===== src/common/video_pkg.sv =====
package video_pkg;

  // downsampled frame geometry, same as the tracking stage of the full pipeline
  localparam int HRES = 320;
  localparam int VRES = 180;

  localparam int HCOUNT_W = 9; // 0..319
  localparam int VCOUNT_W = 8; // 0..179

  // rgb565 word as it comes off the camera path
  typedef struct packed {
    logic [4:0] red;
    logic [5:0] green;
    logic [4:0] blue;
  } pix565_t;

  // one pixel on the stream with its position, 34 bits
  typedef struct packed {
    logic                valid;
    logic [HCOUNT_W-1:0] hcount;
    logic [VCOUNT_W-1:0] vcount;
    pix565_t             pix;
  } pixel_beat_t;

  // thresholded beat: selected channel plus one mask bit, 27 bits
  typedef struct packed {
    logic                valid;
    logic [HCOUNT_W-1:0] hcount;
    logic [VCOUNT_W-1:0] vcount;
    logic [7:0]          channel; // channel value that was compared
    logic                mask;    // 1 when lower <= channel <= upper
  } mask_beat_t;

endpackage


===== src/common/tracker_pkg.sv =====
package tracker_pkg;
  import video_pkg::*;

  // channel picked for thresholding
  typedef enum logic [1:0] {
    CH_RED   = 2'd0,
    CH_GREEN = 2'd1,
    CH_BLUE  = 2'd2,
    CH_LUMA  = 2'd3
  } channel_e;

  // output display mode, code 3 falls back to camera
  typedef enum logic [1:0] {
    DISP_CAMERA = 2'd0,
    DISP_GREY   = 2'd1,
    DISP_MASK   = 2'd2
  } display_e;

  typedef enum logic [1:0] {
    DIV_IDLE     = 2'd0, // waiting for a frame's sums
    DIV_RUN      = 2'd1, // shift-subtract steps
    DIV_ACK_WAIT = 2'd2  // holding ack until req drops
  } div_state_e;

  // accumulator widths, sized for a full 320x180 frame of masked pixels
  localparam int X_SUM_W = 25; // 57600 * 319 < 2^25
  localparam int Y_SUM_W = 24; // 57600 * 179 < 2^24
  localparam int COUNT_W = 16; // 57600 < 2^16

  localparam int MIN_AREA   = 40;      // below this no centre is reported
  localparam int DIV_STEPS  = X_SUM_W; // one quotient bit per step
  localparam int DIV_STEP_W = 5;       // holds 0..DIV_STEPS-1

  typedef struct packed {
    logic [7:0] lower; // inclusive
    logic [7:0] upper; // inclusive
  } threshold_t;

  // per-frame totals handed from accumulator to divider, 65 bits
  typedef struct packed {
    logic [X_SUM_W-1:0] x_sum;
    logic [Y_SUM_W-1:0] y_sum;
    logic [COUNT_W-1:0] count;
  } sums_t;

  typedef struct packed {
    logic [HCOUNT_W-1:0] x;
    logic [VCOUNT_W-1:0] y;
    logic                locked; // set once a first centre has been found
  } com_t;

endpackage


===== src/logic/channel_threshold.sv =====
`timescale 1ns/1ps

module channel_threshold
  import video_pkg::*;
  import tracker_pkg::*;
(
  input  wire         clk_pixel,
  input  wire         recent_reset,
  input  pixel_beat_t pixel_i,
  input  channel_e    channel_sel_i,
  input  threshold_t  thresh_i,
  output mask_beat_t  mask_o,
  output pix565_t     pix_o
);

  logic [7:0] red8, green8, blue8; // colours widened to 8 bits
  logic [9:0] luma_sum;            // r + 2g + b, max 1000
  logic [7:0] luma;
  logic [7:0] chan;                // channel picked by channel_sel_i
  logic       in_range;

  // pad low bits with zeros, no rescaling
  assign red8   = {pixel_i.pix.red, 3'b000};
  assign green8 = {pixel_i.pix.green, 2'b00};
  assign blue8  = {pixel_i.pix.blue, 3'b000};

  assign luma_sum = {2'b00, red8} + {1'b0, green8, 1'b0} + {2'b00, blue8};
  assign luma     = luma_sum[9:2]; // divide by 4, drop remainder

  always_comb begin
    case (channel_sel_i)
      CH_RED:   chan = red8;
      CH_GREEN: chan = green8;
      CH_BLUE:  chan = blue8;
      default:  chan = luma; // CH_LUMA
    endcase
  end

  // both bounds inclusive, an inverted window masks nothing
  assign in_range = (chan >= thresh_i.lower) && (chan <= thresh_i.upper);

  always_ff @(posedge clk_pixel) begin
    if (recent_reset) begin
      mask_o.valid <= 1'b0;
    end else begin
      mask_o.valid <= pixel_i.valid;
    end
  end

  // payload follows valid, no reset needed
  always_ff @(posedge clk_pixel) begin
    mask_o.hcount  <= pixel_i.hcount;
    mask_o.vcount  <= pixel_i.vcount;
    mask_o.channel <= chan;
    mask_o.mask    <= in_range;
    pix_o          <= pixel_i.pix; // kept aligned with the mask beat for the video mux
  end

endmodule


===== src/com/com_accumulator.sv =====
`timescale 1ns/1ps

module com_accumulator
  import video_pkg::*;
  import tracker_pkg::*;
(
  input  wire        clk_pixel,
  input  wire        recent_reset,
  input  mask_beat_t beat_i,
  output logic       sums_req_o,
  output sums_t      sums_o,
  input  wire        sums_ack_i
);

  logic [X_SUM_W-1:0] x_acc, x_next; // running sums and sums including this beat
  logic [Y_SUM_W-1:0] y_acc, y_next;
  logic [COUNT_W-1:0] cnt_acc, cnt_next;
  logic               hit;           // valid masked pixel
  logic               last_beat;     // bottom-right pixel closes the frame

  assign hit = beat_i.valid && beat_i.mask;

  assign x_next   = x_acc + (hit ? X_SUM_W'(beat_i.hcount) : '0);
  assign y_next   = y_acc + (hit ? Y_SUM_W'(beat_i.vcount) : '0);
  assign cnt_next = cnt_acc + (hit ? COUNT_W'(1) : '0);

  assign last_beat = beat_i.valid
                     && (beat_i.hcount == HCOUNT_W'(HRES - 1))
                     && (beat_i.vcount == VCOUNT_W'(VRES - 1));

  always_ff @(posedge clk_pixel) begin
    if (recent_reset) begin
      x_acc      <= '0;
      y_acc      <= '0;
      cnt_acc    <= '0;
      sums_req_o <= 1'b0;
    end else begin
      // requester side: drop req once the divider has latched
      if (sums_req_o && sums_ack_i) begin
        sums_req_o <= 1'b0;
      end

      if (last_beat) begin
        x_acc   <= '0; // next frame starts clean
        y_acc   <= '0;
        cnt_acc <= '0;
        // new req only after the previous ack has fallen, else frame is dropped
        if (!sums_req_o && !sums_ack_i) begin
          sums_req_o <= 1'b1;
        end
      end else begin
        x_acc   <= x_next;
        y_acc   <= y_next;
        cnt_acc <= cnt_next;
      end
    end
  end

  // hand-off register, only loaded when a req is about to rise
  always_ff @(posedge clk_pixel) begin
    if (last_beat && !sums_req_o && !sums_ack_i) begin
      sums_o.x_sum <= x_next;
      sums_o.y_sum <= y_next;
      sums_o.count <= cnt_next;
    end
  end

  // the divider may sample at any point until it acks
  sums_stable_a: assert property (@(posedge clk_pixel) disable iff (recent_reset)
    (sums_req_o && !sums_ack_i) |=> $stable(sums_o));

endmodule


===== src/com/com_divider.sv =====
`timescale 1ns/1ps

module com_divider
  import video_pkg::*;
  import tracker_pkg::*;
(
  input  wire   clk_pixel,
  input  wire   recent_reset,
  input  wire   sums_req_i,
  input  sums_t sums_i,
  output logic  sums_ack_o,
  output com_t  com_o,
  output logic  com_valid_o
);

  // one restoring-division lane: partial remainder and dividend/quotient
  typedef struct packed {
    logic [COUNT_W-1:0] rem;
    logic [X_SUM_W-1:0] dq; // dividend shifts out the top, quotient in the bottom
  } div_lane_t;

  div_state_e           state;
  logic [DIV_STEP_W-1:0] step_cnt; // steps done so far
  logic [COUNT_W-1:0]   divisor;  // masked pixel count
  div_lane_t            x_lane, y_lane;
  div_lane_t            x_next, y_next;

  // one shift-subtract step
  function automatic div_lane_t div_step(input div_lane_t lane,
                                         input logic [COUNT_W-1:0] dvs);
    logic [COUNT_W:0] trial;
    div_lane_t        nxt;
    trial  = {lane.rem, lane.dq[X_SUM_W-1]}; // bring down next dividend bit
    nxt.dq = {lane.dq[X_SUM_W-2:0], 1'b0};
    if (trial >= {1'b0, dvs}) begin
      nxt.rem   = trial[COUNT_W-1:0] - dvs; // result < dvs, fits in COUNT_W
      nxt.dq[0] = 1'b1;
    end else begin
      nxt.rem = trial[COUNT_W-1:0];
    end
    return nxt;
  endfunction

  // both means run in lockstep off the same divisor
  assign x_next = div_step(x_lane, divisor);
  assign y_next = div_step(y_lane, divisor);

  always_ff @(posedge clk_pixel) begin
    if (recent_reset) begin
      state       <= DIV_IDLE;
      sums_ack_o  <= 1'b0;
      com_o       <= '0;
      com_valid_o <= 1'b0;
      step_cnt    <= '0;
    end else begin
      com_valid_o <= 1'b0; // single-cycle pulse
      case (state)
        DIV_IDLE: begin
          if (sums_req_i) begin
            sums_ack_o <= 1'b1; // sums latched this edge
            step_cnt   <= '0;
            if (sums_i.count >= COUNT_W'(MIN_AREA)) begin
              state <= DIV_RUN;
            end else begin
              state <= DIV_ACK_WAIT; // too small, centre stays as it was
            end
          end
        end
        DIV_RUN: begin
          step_cnt <= step_cnt + 1'b1;
          if (step_cnt == DIV_STEP_W'(DIV_STEPS - 1)) begin
            // floor means, the top quotient bits are zero for in-frame sums
            com_o.x      <= x_next.dq[HCOUNT_W-1:0];
            com_o.y      <= y_next.dq[VCOUNT_W-1:0];
            com_o.locked <= 1'b1;
            com_valid_o  <= 1'b1;
            state        <= DIV_ACK_WAIT;
          end
        end
        default: begin // DIV_ACK_WAIT
          if (!sums_req_i) begin
            sums_ack_o <= 1'b0;
            state      <= DIV_IDLE;
          end
        end
      endcase
    end
  end

  // datapath, no reset
  always_ff @(posedge clk_pixel) begin
    if (state == DIV_IDLE && sums_req_i) begin
      divisor   <= sums_i.count;
      x_lane.rem <= '0;
      x_lane.dq  <= sums_i.x_sum;
      y_lane.rem <= '0;
      y_lane.dq  <= X_SUM_W'(sums_i.y_sum);
    end else if (state == DIV_RUN) begin
      x_lane <= x_next;
      y_lane <= y_next;
    end
  end

  // four-phase rule: ack never leads req
  ack_after_req_a: assert property (@(posedge clk_pixel) disable iff (recent_reset)
    $rose(sums_ack_o) |-> sums_req_i);

endmodule


===== src/logic/video_mux.sv =====
`timescale 1ns/1ps

module video_mux
  import video_pkg::*;
  import tracker_pkg::*;
(
  input  wire         clk_pixel,
  input  wire         recent_reset,
  input  mask_beat_t  beat_i,
  input  pix565_t     pix_i,
  input  com_t        com_i,
  input  display_e    display_i,
  input  wire         crosshair_en_i,
  output pixel_beat_t pix_o
);

  pix565_t bg_pix;   // pixel from the display mode
  logic    on_cross; // this position sits on the crosshair

  always_comb begin
    case (display_i)
      DISP_GREY: begin
        // top bits of the channel into each colour field
        bg_pix.red   = beat_i.channel[7:3];
        bg_pix.green = beat_i.channel[7:2];
        bg_pix.blue  = beat_i.channel[7:3];
      end
      DISP_MASK: bg_pix = beat_i.mask ? '1 : '0; // white where masked
      default:   bg_pix = pix_i;                 // camera, also code 3
    endcase
  end

  // only drawn once the divider has produced a centre
  assign on_cross = crosshair_en_i && com_i.locked
                    && ((beat_i.hcount == com_i.x) || (beat_i.vcount == com_i.y));

  always_ff @(posedge clk_pixel) begin
    if (recent_reset) begin
      pix_o.valid <= 1'b0;
    end else begin
      pix_o.valid <= beat_i.valid;
    end
  end

  always_ff @(posedge clk_pixel) begin
    pix_o.hcount <= beat_i.hcount;
    pix_o.vcount <= beat_i.vcount;
    pix_o.pix    <= on_cross ? '1 : bg_pix; // crosshair drawn white over any mode
  end

endmodule


===== src/logic/mask_tracker.sv =====
`timescale 1ns/1ps

module mask_tracker
  import video_pkg::*;
  import tracker_pkg::*;
(
  input  wire         clk_pixel,
  input  wire         recent_reset,
  input  pixel_beat_t pixel_i,
  input  channel_e    channel_sel_i,  // quasi-static
  input  threshold_t  thresh_i,       // quasi-static
  input  display_e    display_i,      // quasi-static
  input  wire         crosshair_en_i, // quasi-static
  output mask_beat_t  mask_o,         // pixel_i + 1 cycle
  output pixel_beat_t pix_o,          // pixel_i + 2 cycles
  output com_t        com_o,
  output logic        com_valid_o
);

  mask_beat_t mask_beat; // to accumulator and video mux
  pix565_t    thr_pix;   // camera pixel delayed alongside the mask
  logic       sums_req, sums_ack;
  sums_t      sums;
  com_t       com;

  channel_threshold u_threshold (
    .clk_pixel     (clk_pixel),
    .recent_reset  (recent_reset),
    .pixel_i       (pixel_i),
    .channel_sel_i (channel_sel_i),
    .thresh_i      (thresh_i),
    .mask_o        (mask_beat),
    .pix_o         (thr_pix)
  );

  com_accumulator u_accumulator (
    .clk_pixel    (clk_pixel),
    .recent_reset (recent_reset),
    .beat_i       (mask_beat),
    .sums_req_o   (sums_req),
    .sums_o       (sums),
    .sums_ack_i   (sums_ack)
  );

  com_divider u_divider (
    .clk_pixel    (clk_pixel),
    .recent_reset (recent_reset),
    .sums_req_i   (sums_req),
    .sums_i       (sums),
    .sums_ack_o   (sums_ack),
    .com_o        (com),
    .com_valid_o  (com_valid_o)
  );

  video_mux u_video_mux (
    .clk_pixel      (clk_pixel),
    .recent_reset   (recent_reset),
    .beat_i         (mask_beat),
    .pix_i          (thr_pix),
    .com_i          (com),
    .display_i      (display_i),
    .crosshair_en_i (crosshair_en_i),
    .pix_o          (pix_o)
  );

  assign mask_o = mask_beat;
  assign com_o  = com;

endmodule


===== config.mk =====
export PLATFORM = sky130hd
export DESIGN_NAME = mask_tracker
export DESIGN_NICKNAME = d
export VERILOG_FILES = /design/src/common/video_pkg.sv /design/src/common/tracker_pkg.sv /design/src/logic/channel_threshold.sv /design/src/com/com_accumulator.sv /design/src/com/com_divider.sv /design/src/logic/video_mux.sv /design/src/logic/mask_tracker.sv
export SDC_FILE = /design/constraint.sdc
export NUM_CORES = 1
export LEC_CHECK = 0
export ABC_AREA = 0
export BUFFER_PORTS_ARGS = -buffer_cell sky130_fd_sc_hd__buf_4
export CORE_UTILIZATION = 60
export CTS_CLUSTER_SIZE = 40
export DETAILED_ROUTE_END_ITERATION = 16
export PLACE_DENSITY = 0.8
export SKIP_LAST_GASP = 1
export SYNTH_ARGS = -nofsm -noshare
export SYNTH_HDL_FRONTEND = slang
export SYNTH_HIERARCHICAL = 1
export SYNTH_SLANG_ARGS = --single-unit

===== constraint.sdc =====
create_clock -name clk_pixel -period 13.8 [get_ports clk_pixel]
set_clock_uncertainty 0.05 [all_clocks]
set_input_delay 0.69 -clock clk_pixel [delete_from_list [all_inputs] [get_ports clk_pixel]]
set_output_delay 0.69 -clock clk_pixel [all_outputs]
set_load 0.01 [all_outputs]

# Word level (Yosys, flattened, before mapping)

Cells that the tools add are included.

Flip-flop bits (word level): 333
Input bits: 57
Output and inout bits: 80
Word-level logic and storage cells: 114

Add/sub/neg operators: 8
Order comparisons: 5
Eq/ne operators: 14
Multiplexer cells: 28
Bitwise logic cells: 1
Reductions and logical operators: 24

Operators with widths:

| kind                                                 | number |
|---|---|
| two-way mux 25 bit                                   | 2 |
| two-way mux 16 bit                                   | 3 |
| two-way mux 24 bit                                   | 2 |
| >= comparator 17 x 16 -> 1 bit                       | 2 |
| one-hot mux 16 bit (2 select lines)                  | 1 |
| subtractor 16 bit                                    | 2 |
| adder 25 bit                                         | 1 |
| adder 24 bit                                         | 1 |
| one-hot mux 8 bit (3 select lines)                   | 1 |
| adder 16 bit                                         | 1 |
| >= comparator 16 x 6 -> 1 bit, second input constant | 1 |
| logical AND 1 bit                                    | 11 |
| adder 10 x 8 -> 10 bit                               | 1 |
| adder 8 x 9 -> 10 bit                                | 1 |
| one-hot mux 5 bit (2 select lines)                   | 1 |
| equality test 9 bit                                  | 1 |
| equality test 9 bit, second input constant           | 1 |
| two-way mux 1 bit                                    | 9 |
| two-way mux 9 bit                                    | 1 |
| equality test 8 bit                                  | 1 |
| equality test 8 bit, second input constant           | 1 |
| >= comparator 8 bit                                  | 1 |
| <= comparator 8 bit                                  | 1 |
| two-way mux 2 bit                                    | 4 |
| other kinds (19)                                     | 29 |

# Longest topological paths before layout

Gate-level depths: netlist of the first run.

Depth in word-level cells: 5
Gate-level depth with buffers: 14
Gate-level depth less buffers: 14

# Cells and area by module

Netlist of the first run, hierarchy kept.

Modules (own cells, without submodules):

| module            | times used | cells an instance | area an instance (sq um) | sequential area each (sq um) |
|---|---|---|---|---|
| com_divider       | 1          | 736               | 6,655.1                  | 3,153.0 |
| com_accumulator   | 1          | 504               | 5,964.5                  | 3,273.1 |
| channel_threshold | 1          | 134               | 1,634.1                  | 840.8 |
| video_mux         | 1          | 113               | 1,228.7                  | 680.7 |

# Worst setup path before layout of the first run

Ideal clock, no wire load.

Kind: reg-to-reg
Start: register, netlist name u_threshold/mask_o[10]
End: register u_accumulator/sums_o[0] (netlist bit) (enable)
Arrival: 5.857 ns
Required time: 13.169 ns
Path slack: 7.312 ns
Cell stages (with the launch flop): 5
Period minus slack after synthesis: 6.488 ns
Cells stage by stage: dfxtp_1 -> nor4bb_1 -> nand4_1 -> nor3_1 -> nor3b_1

Longest elaborated chain between the ends: 4

Ends and longest elaborated chain:

| item                           | line                  | RTL |
|---|---|---|
| equality test 8 bit            | com_accumulator.sv:29 | `&& (beat_i.vcount == VCOUNT_W'(VRES - 1));` |
| logical AND 1 bit              | com_accumulator.sv:29 |  |
| logical AND 1 bit (2 in a row) | com_accumulator.sv:61 | `if (last_beat && !sums_req_o && !sums_ack_i) begin` |
| end: declaration               | com_accumulator.sv:11 | `output sums_t sums_o,` |

No other way between the ends.
A chain may end at the register's enable or synchronous reset.

# Worst setup path in the final report of the first run

Start: input port pixel_i[1] (netlist bit)
End: register, netlist name u_threshold/mask_o[0]

Longest elaborated chain between the ends: 4
Elaborated cells between the ends (all ways): 5
Those cells by class: add/sub (1); order compare (2); mux (1); reduce/logical (1)

Ends and longest elaborated chain:

| item                                                              | line                    | RTL |
|---|---|---|
| start: declaration                                                | mask_tracker.sv:9       | `input pixel_beat_t pixel_i,` |
| adder 10 x 8 -> 10 bit (*)                                        | channel_threshold.sv:27 | `assign luma_sum = {2'b00, red8} + {1'b0, green8, 1'b0} + {2'b00, blue8};` |
| one-hot mux 8 bit (3 select lines) (*)                            | channel_threshold.sv:31 | `case (channel_sel_i)` |
| named net u_threshold.chan[6]                                     | channel_threshold.sv:19 | `logic [7:0] chan;` |
| >= comparator 8 bit / <= comparator 8 bit (equally long branches) | channel_threshold.sv:40 | `assign in_range = (chan >= thresh_i.lower) && (chan <= thresh_i.upper);` |
| logical AND 1 bit (*)                                             | channel_threshold.sv:40 |  |
| named net u_threshold.in_range                                    | channel_threshold.sv:20 | `logic in_range;` |

The timed path passes the listed nets; every way through them passes the cells marked *.

==> results of run 1 <==
## worst min path at each step
stage	end	slack [ps]	cells after the start
after floorplan	u_divider/divisor[0]	350	0
after detailed placement	u_divider/divisor[2]	360	0
final	u_threshold/mask_o[15]	220	1
after global placement	u_divider/divisor[2]	360	0
after global routing	u_threshold/mask_o[12]	200	1
after CTS	u_threshold/mask_o[9]	210	1
## area by class of cell
class                   instances  area [um2]
flip-flops and latches        332        7950
well taps                     330         413
inverters                      62         233
multi-input cells            1034        7010
repair buffers                143        1070
clock inverters                20         206
clock buffers                  41         908
fillers                      1819        7460
## sequential cells by signal, indices dropped and copies added (netlist names)
register,count
u_accumulator/cnt_acc,16
u_accumulator/sums_o,65
u_accumulator/sums_req_o,1
u_accumulator/x_acc,25
u_accumulator/y_acc,24
u_divider/com_o,18
u_divider/com_valid_o,1
u_divider/divisor,16
u_divider/state,2
u_divider/step_cnt,5
u_divider/sums_ack_o,1
u_divider/x_lane,41
u_divider/y_lane,41
u_threshold/mask_o,26
u_threshold/pix_o,16
u_video_mux/pix_o,34
## per-layer routing
layer  vias up  global-route usage [%]
li1       5518                       -
met1      5583                    33.6
met2       367                    45.3
met3        74                    4.00
met4         0                    8.58
met5         -                       0
## cell families (layout without fill, tap and decap cells)
logic type	count (synthesis)	after routing	synth area share, %
and+or+nand+nor	570	570	18.0
DFF	332	332	51.3
AOI/OAI and AO/OA	249	249	11.9
buffers and inverters	121	266	3.48
xor gates and xnor gates	91	91	5.15
adders and majority gates	84	84	7.27
muxes	39	39	2.86
other	1	1	0.0242
## power by group
part,leakage (nW),internal (mW),total [mW],switching (mW)
clock,0.547,0.546,0.925,0.379
sequential,2.92,1.06,1.10,0.0391
combinational,4.31,0.147,0.322,0.174
## stage by stage
| stage | util (%) | setup slack [ps] | cells |
|---|---|---|---|
| finish | 70.5 | 10260 | 1962 |
| floorplan | - | 7310 | 1487 |
| global placement | 66.1 | 9890 | 1901 |
| global route | 70.5 | 10090 | 1962 |
| CTS | 70.5 | 10340 | 1962 |
| detailed placement | 66.1 | 9800 | 1901 |
## synthesized netlist by cell type, types with 11 or more instances
master,n
nand2_1,269
dfxtp_1,202
edfxtp_1,130
ha_1,74
a21oi_1,66
inv_1,60
nor2_1,58
xnor2_1,47
and2_1,44
xor2_1,44
o21ai_0,41
nand3_1,40
clkbuf_1,37
mux2i_1,33
and3_1,28
nor3_1,24
nand4_1,22
a21o_1,19
nand2b_1,16
nor2b_1,13
o31ai_1,13
buf_2,11
==> results.json, run 1 <==
{
  "crit_type": "input pin to flip-flop",
  "floorplan.rows": 58,
  "antenna_found_initial": 1,
  "r2r_start": "u_divider/divisor[1]",
  "route.met3.wl_um": 1980,
  "cts_tree": "yes",
  "slew-limit-headroom_pct": 21.1,
  "wire_per_inst_um": 17.8,
  "synth_top_flop_cell": "dfxtp_1",
  "clkTransAtPathRegs_ps": 60,
  "final_cell_area_um2": 17800,
  "worst_slew_pin_slew_ps": 1180,
  "dpl-instance-area_um2": 16700,
  "clock-sinks": 332,
  "synth_top_cell_by_area": "dfxtp_1",
  "drv_cap": 0,
  "drc_errors": 0,
  "finalHoldViolCount": 0,
  "grt_start_max_net_pins": 66,
  "ys_ff_latch": 332,
  "startpoint_type": "input pin",
  "fmaxAchievable_mhz": 282,
  "grt_overflow": 0,
  "wl_um": 34800,
  "cts-root-buf": "clkbuf_16",
  "reg2reg_slack_ps": 10330,
  "fp.dieW_um": 163,
  "rsz0062_at_grt": "no",
  "cpPeakStageDelay_ps": 530,
  "cp-end-kind": "flip-flop",
  "yosysWarnings": 6,
  "layout-drive-gt1-share_pct": 15.8,
  "crit_path_end": "u_threshold/mask_o[0]",
  "yosysUniqueCellTypes": 93,
  "io_buffer_count": 135,
  "synth_area_leaders": "dfxtp_1 26%, edfxtp_1 25%, nand2_1 6.5%",
  "cts_setup_buffers": 0,
  "path_delay_family": "adder cells",
  "top_layer": "met4",
  "reg2reg_to": "u_divider/x_lane[35]",
  "cp_max_fo": 3,
  "cts_buffers": 34,
  "cts.path.max_buffers": 3,
  "worst-path-stages": 15,
  "synth_async_sr_flop_share_pct": 0,
  "fin_crit_sh_pct": 25.7,
  "dp_hpwl_um": 23600,
  "yosysSeqAreaShare_pct": 51.3,
  "grt_use_total_pct": 26.2,
  "drt_iter0_drc": 944,
  "drt_first_pass_iters": 7,
  "start_util_pct": 61.3,
  "ir_drop_v": 0.000106,
  "crit_required_ps": 14210,
  "dieArea_um2": 26500,
  "p_leak_nw": 7.78,
  "path_cells": "buf_4, inv_1, fa_1, inv_1, ha_1, fa_1, a21o_1, a21oi_2, xnor2_1, mux4_2, ha_1, o21ai_0, nor2_1, nor3_1, o32a_1",
  "hp-start": "pixel_i[22]",
  "place_congestion": 0.869,
  "hold_path.class": "input pin to flip-flop",
  "syn-cell-area_um2": 15500,
  "layout_common_cells": "269 x nand2_1, 202 x dfxtp_1, 143 x buf_4, 130 x edfxtp_1, 74 x ha_1",
  "reg2regPathDepth": 9,
  "syn-instance-count": 1487,
  "routedLengthMet1_um": 14800,
  "clkLatencyLatePin_ps": 520,
  "slowest_stage": "fa_1",
  "final_antenna_net_count": 0,
  "htreeDepth": 2,
  "vias": 11500,
  "synth_fp_nets": 1628,
  "outcome": "finished clean",
  "fin_total_pwr_mw": 2.35,
  "core_um2": 25300,
  "critical_path_buf_inv_count": 3,
  "grt_pass1_vias": 11100,
  "layout_commonest_cell": "nand2_1",
  "grt_pass1_wl_um": 55400,
  "fin_setup_tns_ps": 0,
  "syn_to_final_growth_pct": 14.9,
  "cts_resized": 0,
  "ios": 137,
  "finalCriticalPeriod_ps": 3540,
  "wl_met2_um": 17200,
  "crit_arrival_ps": 3960,
  "viasPerCell": 5.88,
  "crit_start": "pixel_i[1]",
  "slew_violations": 0,
  "synth_edf_count": 130,
  "setup_viol": 0,
  "fin_nets": 1748,
  "holdWs_ps": 218,
  "p_per_area_nw_per_um2": 132,
  "antennaDiodeCount": 0,
  "synth_top_area_share_pct": 26.1,
  "avgSynthCellArea_um2": 10.4,
  "die_h_um": 163,
  "cts_hold_buf": 0
}
Note: power is estimated with default switching activity, not from simulation.
==> run 2, diff against run 1 <==
- clock period: 13.8 -> 3.35 ns (I/O delays scaled with it)
==> run 2 against run 1 <==
Net effect:
- non-clock buffer count up 50
- sequential share of layout area fell by 1.3 points
- die area unchanged
- power grew to 4.1 times the previous value
- first-iteration DRC count is 8.3% lower
==> results.json, run 2 (synthesis gave the netlist of run 1 again) <==
{
  "cts_tree": "yes",
  "fmaxAchievable_mhz": 304,
  "final_antenna_net_count": 0,
  "grt_pass1_vias": 11400,
  "drv_cap": 0,
  "p_per_area_nw_per_um2": 528,
  "syn_to_final_growth_pct": 18.3,
  "pre_cts_slack_ps": -134,
  "ios": 137,
  "largest_reg_flops": 65,
  "p_switching_mw": 2.47,
  "swShare_pct": 25.5,
  "fin_total_pwr_mw": 9.67,
  "clkTransAtPathRegs_ps": 60,
  "viasPerCell": 5.75,
  "hold_path.class": "input pin to flip-flop",
  "crit_type": "input pin to flip-flop",
  "antennaDiodeCount": 0,
  "io_buffer_count": 135,
  "clkLatencyLatePin_ps": 510,
  "cts.path.max_buffers": 3,
  "fin_cells": 2012,
  "crit_arrival_ps": 3640,
  "drc_errors": 0,
  "fin_crit_sh_pct": 98.1,
  "finalCriticalPeriod_ps": 3290,
  "wire_per_inst_um": 17.2,
  "crit_required_ps": 3700,
  "cp-end-kind": "flip-flop",
  "finalHoldViolCount": 0,
  "top_regs": "u_accumulator/sums_o x65, u_divider/x_lane x41, u_divider/y_lane x41",
  "grt_use_total_pct": 26.2,
  "layout_commonest_cell": "nand2_1",
  "antenna_found_initial": 0,
  "place_congestion": 0.885,
  "internal_power_mw": 7.20,
  "p_leak_nw": 7.99,
  "drt_iter0_drc": 866,
  "die_h_um": 163,
  "fin_setup_tns_ps": 0,
  "dp.cells": 1916,
  "setup_viol": 0,
  "core_um2": 25300,
  "floorplan.rows": 58,
  "cts-root-buf": "clkbuf_16",
  "slowest_stage": "dlygate4sd3_1",
  "path_cells": "dlygate4sd3_1, buf_4, fa_1, fa_1, a21o_1, a21oi_2, xnor2_1, mux4_2, ha_4, nand4_1, a21oi_2, nor3_2, o32a_1",
  "htreeDepth": 2,
  "grt_start_max_net_pins": 71,
  "dp_hpwl_um": 23500,
  "fin_nets": 1798,
  "outcome": "finished clean",
  "layout_common_cells": "269 x nand2_1, 202 x dfxtp_1, 155 x buf_4, 130 x edfxtp_1, 71 x ha_1",
  "layout-drive-gt1-share_pct": 16.9,
  "dieArea_um2": 26500,
  "ir_drop_v": 0.000463,
  "clock-sinks": 332,
  "drt_first_pass_iters": 5,
  "p_comb_share_pct": 15.2,
  "cts_setup_buffers": 0,
  "cts_buffers": 34,
  "holdWs_ps": 20.9,
  "slew-limit-headroom_pct": 42.4,
  "p_clk_share_pct": 38.1,
  "cpPeakStageDelay_ps": 560,
  "grt_pass1_wl_um": 55600,
  "startpoint_type": "input pin",
  "cp_max_fo": 3,
  "slew_violations": 0,
  "largest-register": "u_accumulator/sums_o",
  "worst_slew_pin_slew_ps": 863,
  "vias": 11600,
  "seq_power_share_pct": 46.7,
  "wl_um": 34700,
  "grt_overflow": 0,
  "setup_ws_ps": 62.1,
  "fp.dieW_um": 163,
  "start_util_pct": 61.3
}
run 2: cell types whose count changed in the layout (fill, tap and decap cells not counted), moves of 2 or more:
cell / before / now
buf_4: 143 / 155
ha_4: 0 / 2
clkinv_1: 7 / 2
a21oi_2: 3 / 5
bufinv_16: 4 / 1
buf_12: 0 / 3
a21oi_1: 66 / 64
ha_1: 74 / 71
dlygate4sd3_1: 0 / 35
clkbuf_8: 1 / 6
clkinv_2: 6 / 8
run 2: per-stage QoR:
step | utilization (%) | area [um2]
6_report | 72.5 | 18300
5_1_grt | 72.5 | 18300
2_1_floorplan | - | 15500
3_5_place_dp | 66.7 | 16800
4_1_cts | 72.4 | 18300
3_3_place_gp | 66.7 | 16800
run 2: final timing paths:
kind | endpoint | startpoint | slack (ps) | cells after the start
hold reg to reg | u_video_mux/pix_o[21] | u_threshold/mask_o[14] | 380 | 0
hold / removal | u_threshold/mask_o[3] | channel_sel_i[0] | 20 | 2
setup reg to reg | u_accumulator/sums_o[54] | u_threshold/mask_o[26] | 410 | 8
setup / recovery | u_threshold/mask_o[0] | pixel_i[7] | 60 | 13
run 2: worst max-delay path: cells and delay by family:
kind            cells  cell delay [ps]
fa+ha+maj           3             1260
compound gates      4              670
mux                 1              550
buf+inv             2              720
simple gates        2              190
xor+xnor            1               80
run 2: power groups by stage:
stage,logic (mW),clock network [mW],registers (mW)
after floorplan,0.965,0,4.59
after global placement,1.34,0,4.59
after detailed placement,1.38,0,4.60
after CTS,1.43,3.75,4.51
after global routing,1.61,3.92,4.54
final,1.46,3.68,4.52
run 2: per-layer routing:
| layer | routed length [um] | part of all wire (%) | GRT usage [%] | vias up |
|---|---|---|---|---|
| li1 | - | - | - | 5596 |
| met1 | 14300 | 41 | 31.8 | 5579 |
| met2 | 17600 | 51 | 47.2 | 335 |
| met3 | 2040 | 5.9 | 4.53 | 60 |
| met4 | 726 | 2.1 | 8.16 | 0 |
| met5 | 0 | 0 | 0 | - |
run 2: layout make-up:
cell class	instances	area, um2
timing repair buffer	193	1570
sequential	332	7950
multi-input combinational	1034	7070
clock buffer	47	981
tap	330	413
clock inverter	14	105
fill	1714	6940
inverter	62	233
run 2: timing repair:
item,in CTS,in global routing
resized for setup,0,7
endpoints found under the setup margin,0,1
endpoints found under the hold margin,37,0
hold buffers,35,0
==> run 3, diff against run 2 <==
- ABC_AREA: 0 -> 1
- SLEW_MARGIN: not set -> 30
- TNS_END_PERCENT: not set -> 50
==> run 3 against run 2 <==
Net effect:
- sequential share of layout area fell by 2.9 points
- area after synthesis rose by 8.2%
- power shrank 9.1%
==> results.json, run 3 <==
{
  "finalHoldViolCount": 0,
  "yosysWarnings": 6,
  "dieArea_um2": 28600,
  "viasPerCell": 5.22,
  "startpoint_type": "input pin",
  "synth_edf_count": 130,
  "yosysSeqAreaShare_pct": 47.4,
  "dpl-instance-area_um2": 18100,
  "synth_top_flop_cell": "dfxtp_1",
  "drt_iter0_drc": 929,
  "wl_um": 40400,
  "cts_buffers": 35,
  "htreeDepth": 2,
  "top_regs": "u_accumulator/sums_o x65, u_divider/x_lane x41, u_divider/y_lane x41",
  "synth_top_area_share_pct": 24.1,
  "synth-compound-area-share_pct": 3.65,
  "largest_reg_flops": 65,
  "p_comb_share_pct": 7.2,
  "final_util_pct": 72.2,
  "cts_resized": 0,
  "cts_tree": "yes",
  "drv_cap": 0,
  "grt_use_total_pct": 28.6,
  "layout_commonest_cell": "nand2_1",
  "fin_nets": 2446,
  "fin_setup_tns_ps": 0,
  "layout_common_cells": "712 x nand2_1, 311 x inv_1, 209 x nor2_1, 202 x dfxtp_1, 143 x buf_4",
  "crit_type": "input pin to flip-flop",
  "slew_violations": 0,
  "path_cells": "dlygate4sd3_1, buf_4, inv_1, fa_1, inv_1, ha_1, fa_1, nand3_1, nand2_1, nand2_1, nand3_1, nand2_1, inv_1, ha_1, nand2_1, nor2_1, nand2_1, nand2_1, nand2_1, nand2_1, inv_1",
  "place_congestion": 0.902,
  "synth_async_sr_flop_share_pct": 0,
  "swShare_pct": 22.5,
  "p_switching_mw": 1.98,
  "syn_to_final_growth_pct": 17.1,
  "internal_power_mw": 6.81,
  "cts.path.max_buffers": 3,
  "cts-root-buf": "clkbuf_16",
  "slew-limit-headroom_pct": 34.3,
  "outcome": "finished clean",
  "ios": 137,
  "ir_drop_v": 0.000497,
  "final_antenna_net_count": 0,
  "crit_arrival_ps": 3220,
  "ys_top_cells_by_count": "712 x nand2_1, 312 x inv_1, 209 x nor2_1",
  "cp_max_fo": 3,
  "crit_top_cell": "nand2_1",
  "antennaDiodeCount": 0,
  "grt_start_max_net_pins": 66,
  "die_h_um": 169,
  "start_util_pct": 61.6,
  "synth_fp_nets": 2266,
  "syn-cell-area_um2": 16700,
  "vias": 14100,
  "seq_power_share_pct": 49.2,
  "io_buffer_count": 135,
  "fin_crit_sh_pct": 85.0,
  "cpPeakStageDelay_ps": 550,
  "grt_pass1_vias": 13800,
  "synth_top_family_by_area": "simple AND/OR/NAND/NOR gates",
  "hold_path.class": "input pin to flip-flop",
  "layout-drive-gt1-share_pct": 11.8,
  "worst_slew_pin_slew_ps": 984,
  "p_clk_share_pct": 43.7,
  "syn-instance-count": 2125,
  "wire_per_inst_um": 14.9,
  "synthMuxAreaShare_pct": 0,
  "core_um2": 27200,
  "ys_ff_latch": 332,
  "holdWs_ps": 35.5,
  "drt_first_pass_iters": 7,
  "avgSynthCellArea_um2": 7.88,
  "crit_required_ps": 3730,
  "synth_area_leaders": "dfxtp_1 24%, edfxtp_1 23%, nand2_1 16%",
  "p_leak_nw": 9.96,
  "clock-sinks": 332,
  "synth_xor_area_share_pct": 2.85,
  "floorplan.rows": 60,
  "synth.most_common_cell": "nand2_1",
  "yosysUniqueCellTypes": 51,
  "p_per_area_nw_per_um2": 448,
  "slowest_stage": "fa_1",
  "largest-register": "u_accumulator/sums_o",
  "finalCriticalPeriod_ps": 2850,
  "clkTransAtPathRegs_ps": 60,
  "rsz0062_at_grt": "no",
  "clkLatencyLatePin_ps": 520,
  "antenna_found_initial": 0,
  "dp_hpwl_um": 28500,
  "synth_top_cell_by_area": "dfxtp_1",
  "synth_simple_gate_area_share_pct": 30.6,
  "fp.dieW_um": 169,
  "setup_viol": 0,
  "cp-end-kind": "flip-flop",
  "drc_errors": 0,
  "grt_pass1_wl_um": 65500,
  "final_cell_area_um2": 19600,
  "fmaxAchievable_mhz": 351,
  "grt_overflow": 0,
  "synthAdderAreaFrac_pct": 6.72
}
run 3: changes by cell type after synthesis, moves of 34 or more:
cell | previous run | this run
nand3_1 | 40 | 107
nand2_1 | 269 | 712
and2_1 | 44 | 4
xor2_1 | 44 | 10
nor2_1 | 58 | 209
inv_1 | 60 | 312
nand3b_1 | 5 | 43
run 3: path summary, 6_finish.rpt:
check	startpoint	slack (ps)	cells after the start	end
max	pixel_i[1]	500	21	u_threshold/mask_o[0]
min	crosshair_en_i	40	5	u_video_mux/pix_o[8]
max reg2reg	u_threshold/mask_o[0]	580	12	u_accumulator/sums_o[52]
min reg2reg	u_threshold/mask_o[14]	370	0	u_video_mux/pix_o[21]
run 3: layer usage:
layer	GRT usage [%]	vias up	part of all wire, %
li1	-	7015	-
met5	0	-	0
met4	11.6	0	3.3
met2	51.3	439	49
met1	34.5	6585	42
met3	4.33	88	5.8
run 3: final cells by class:
cell class,count,area (um2)
clock buffers,50,1000
clock inverters,14,138
fillers,2162,7570
inverters,320,1200
multi-input cells,1434,7370
flip-flops and latches,332,7950
well taps,372,465
repair buffers,182,1480
run 3: cell families after synthesis:
| family | count (synthesis) |
|---|---|
| and+or+nand+nor | 1185 |
| DFF | 332 |
| AOI/OAI and AO/OA | 112 |
| other | 1 |
| xor gates and xnor gates | 52 |
| buffers and inverters | 359 |
| adders and majority gates | 84 |
run 3: power groups by stage:
stage               sequential (mW)  clock [mW]  combinational (mW)
global placement               4.40           0               0.566
floorplan                      4.42           0               0.310
CTS                            4.32        3.89               0.625
finish                         4.32        3.84               0.631
detailed placement             4.41           0               0.582
global route                   4.33        4.05               0.700
run 3: critical path: cells and delay by family:
family / cells / cell delay, ps
adders and majority gates: 4 / 1440
and+or+nand+nor: 11 / 780
buffers and inverters: 6 / 850
run 3: stage by stage:
| stage | total power, mW | setup slack (ps) | instances |
|---|---|---|---|
| global route | 9.08 | 268 | 2704 |
| floorplan | 4.73 | 433 | 2125 |
| detailed placement | 4.99 | 511 | 2603 |
| global placement | 4.97 | 542 | 2603 |
| CTS | 8.84 | 507 | 2704 |
| finish | 8.79 | 504 | 2704 |
run 3: timing repair:
action / 4_1_cts / 5_1_grt
setup buffers: 0 / 0
endpoints found under the setup margin: 0 / 0
hold buffers: 37 / 0
hold endpoints to repair: 48 / 0
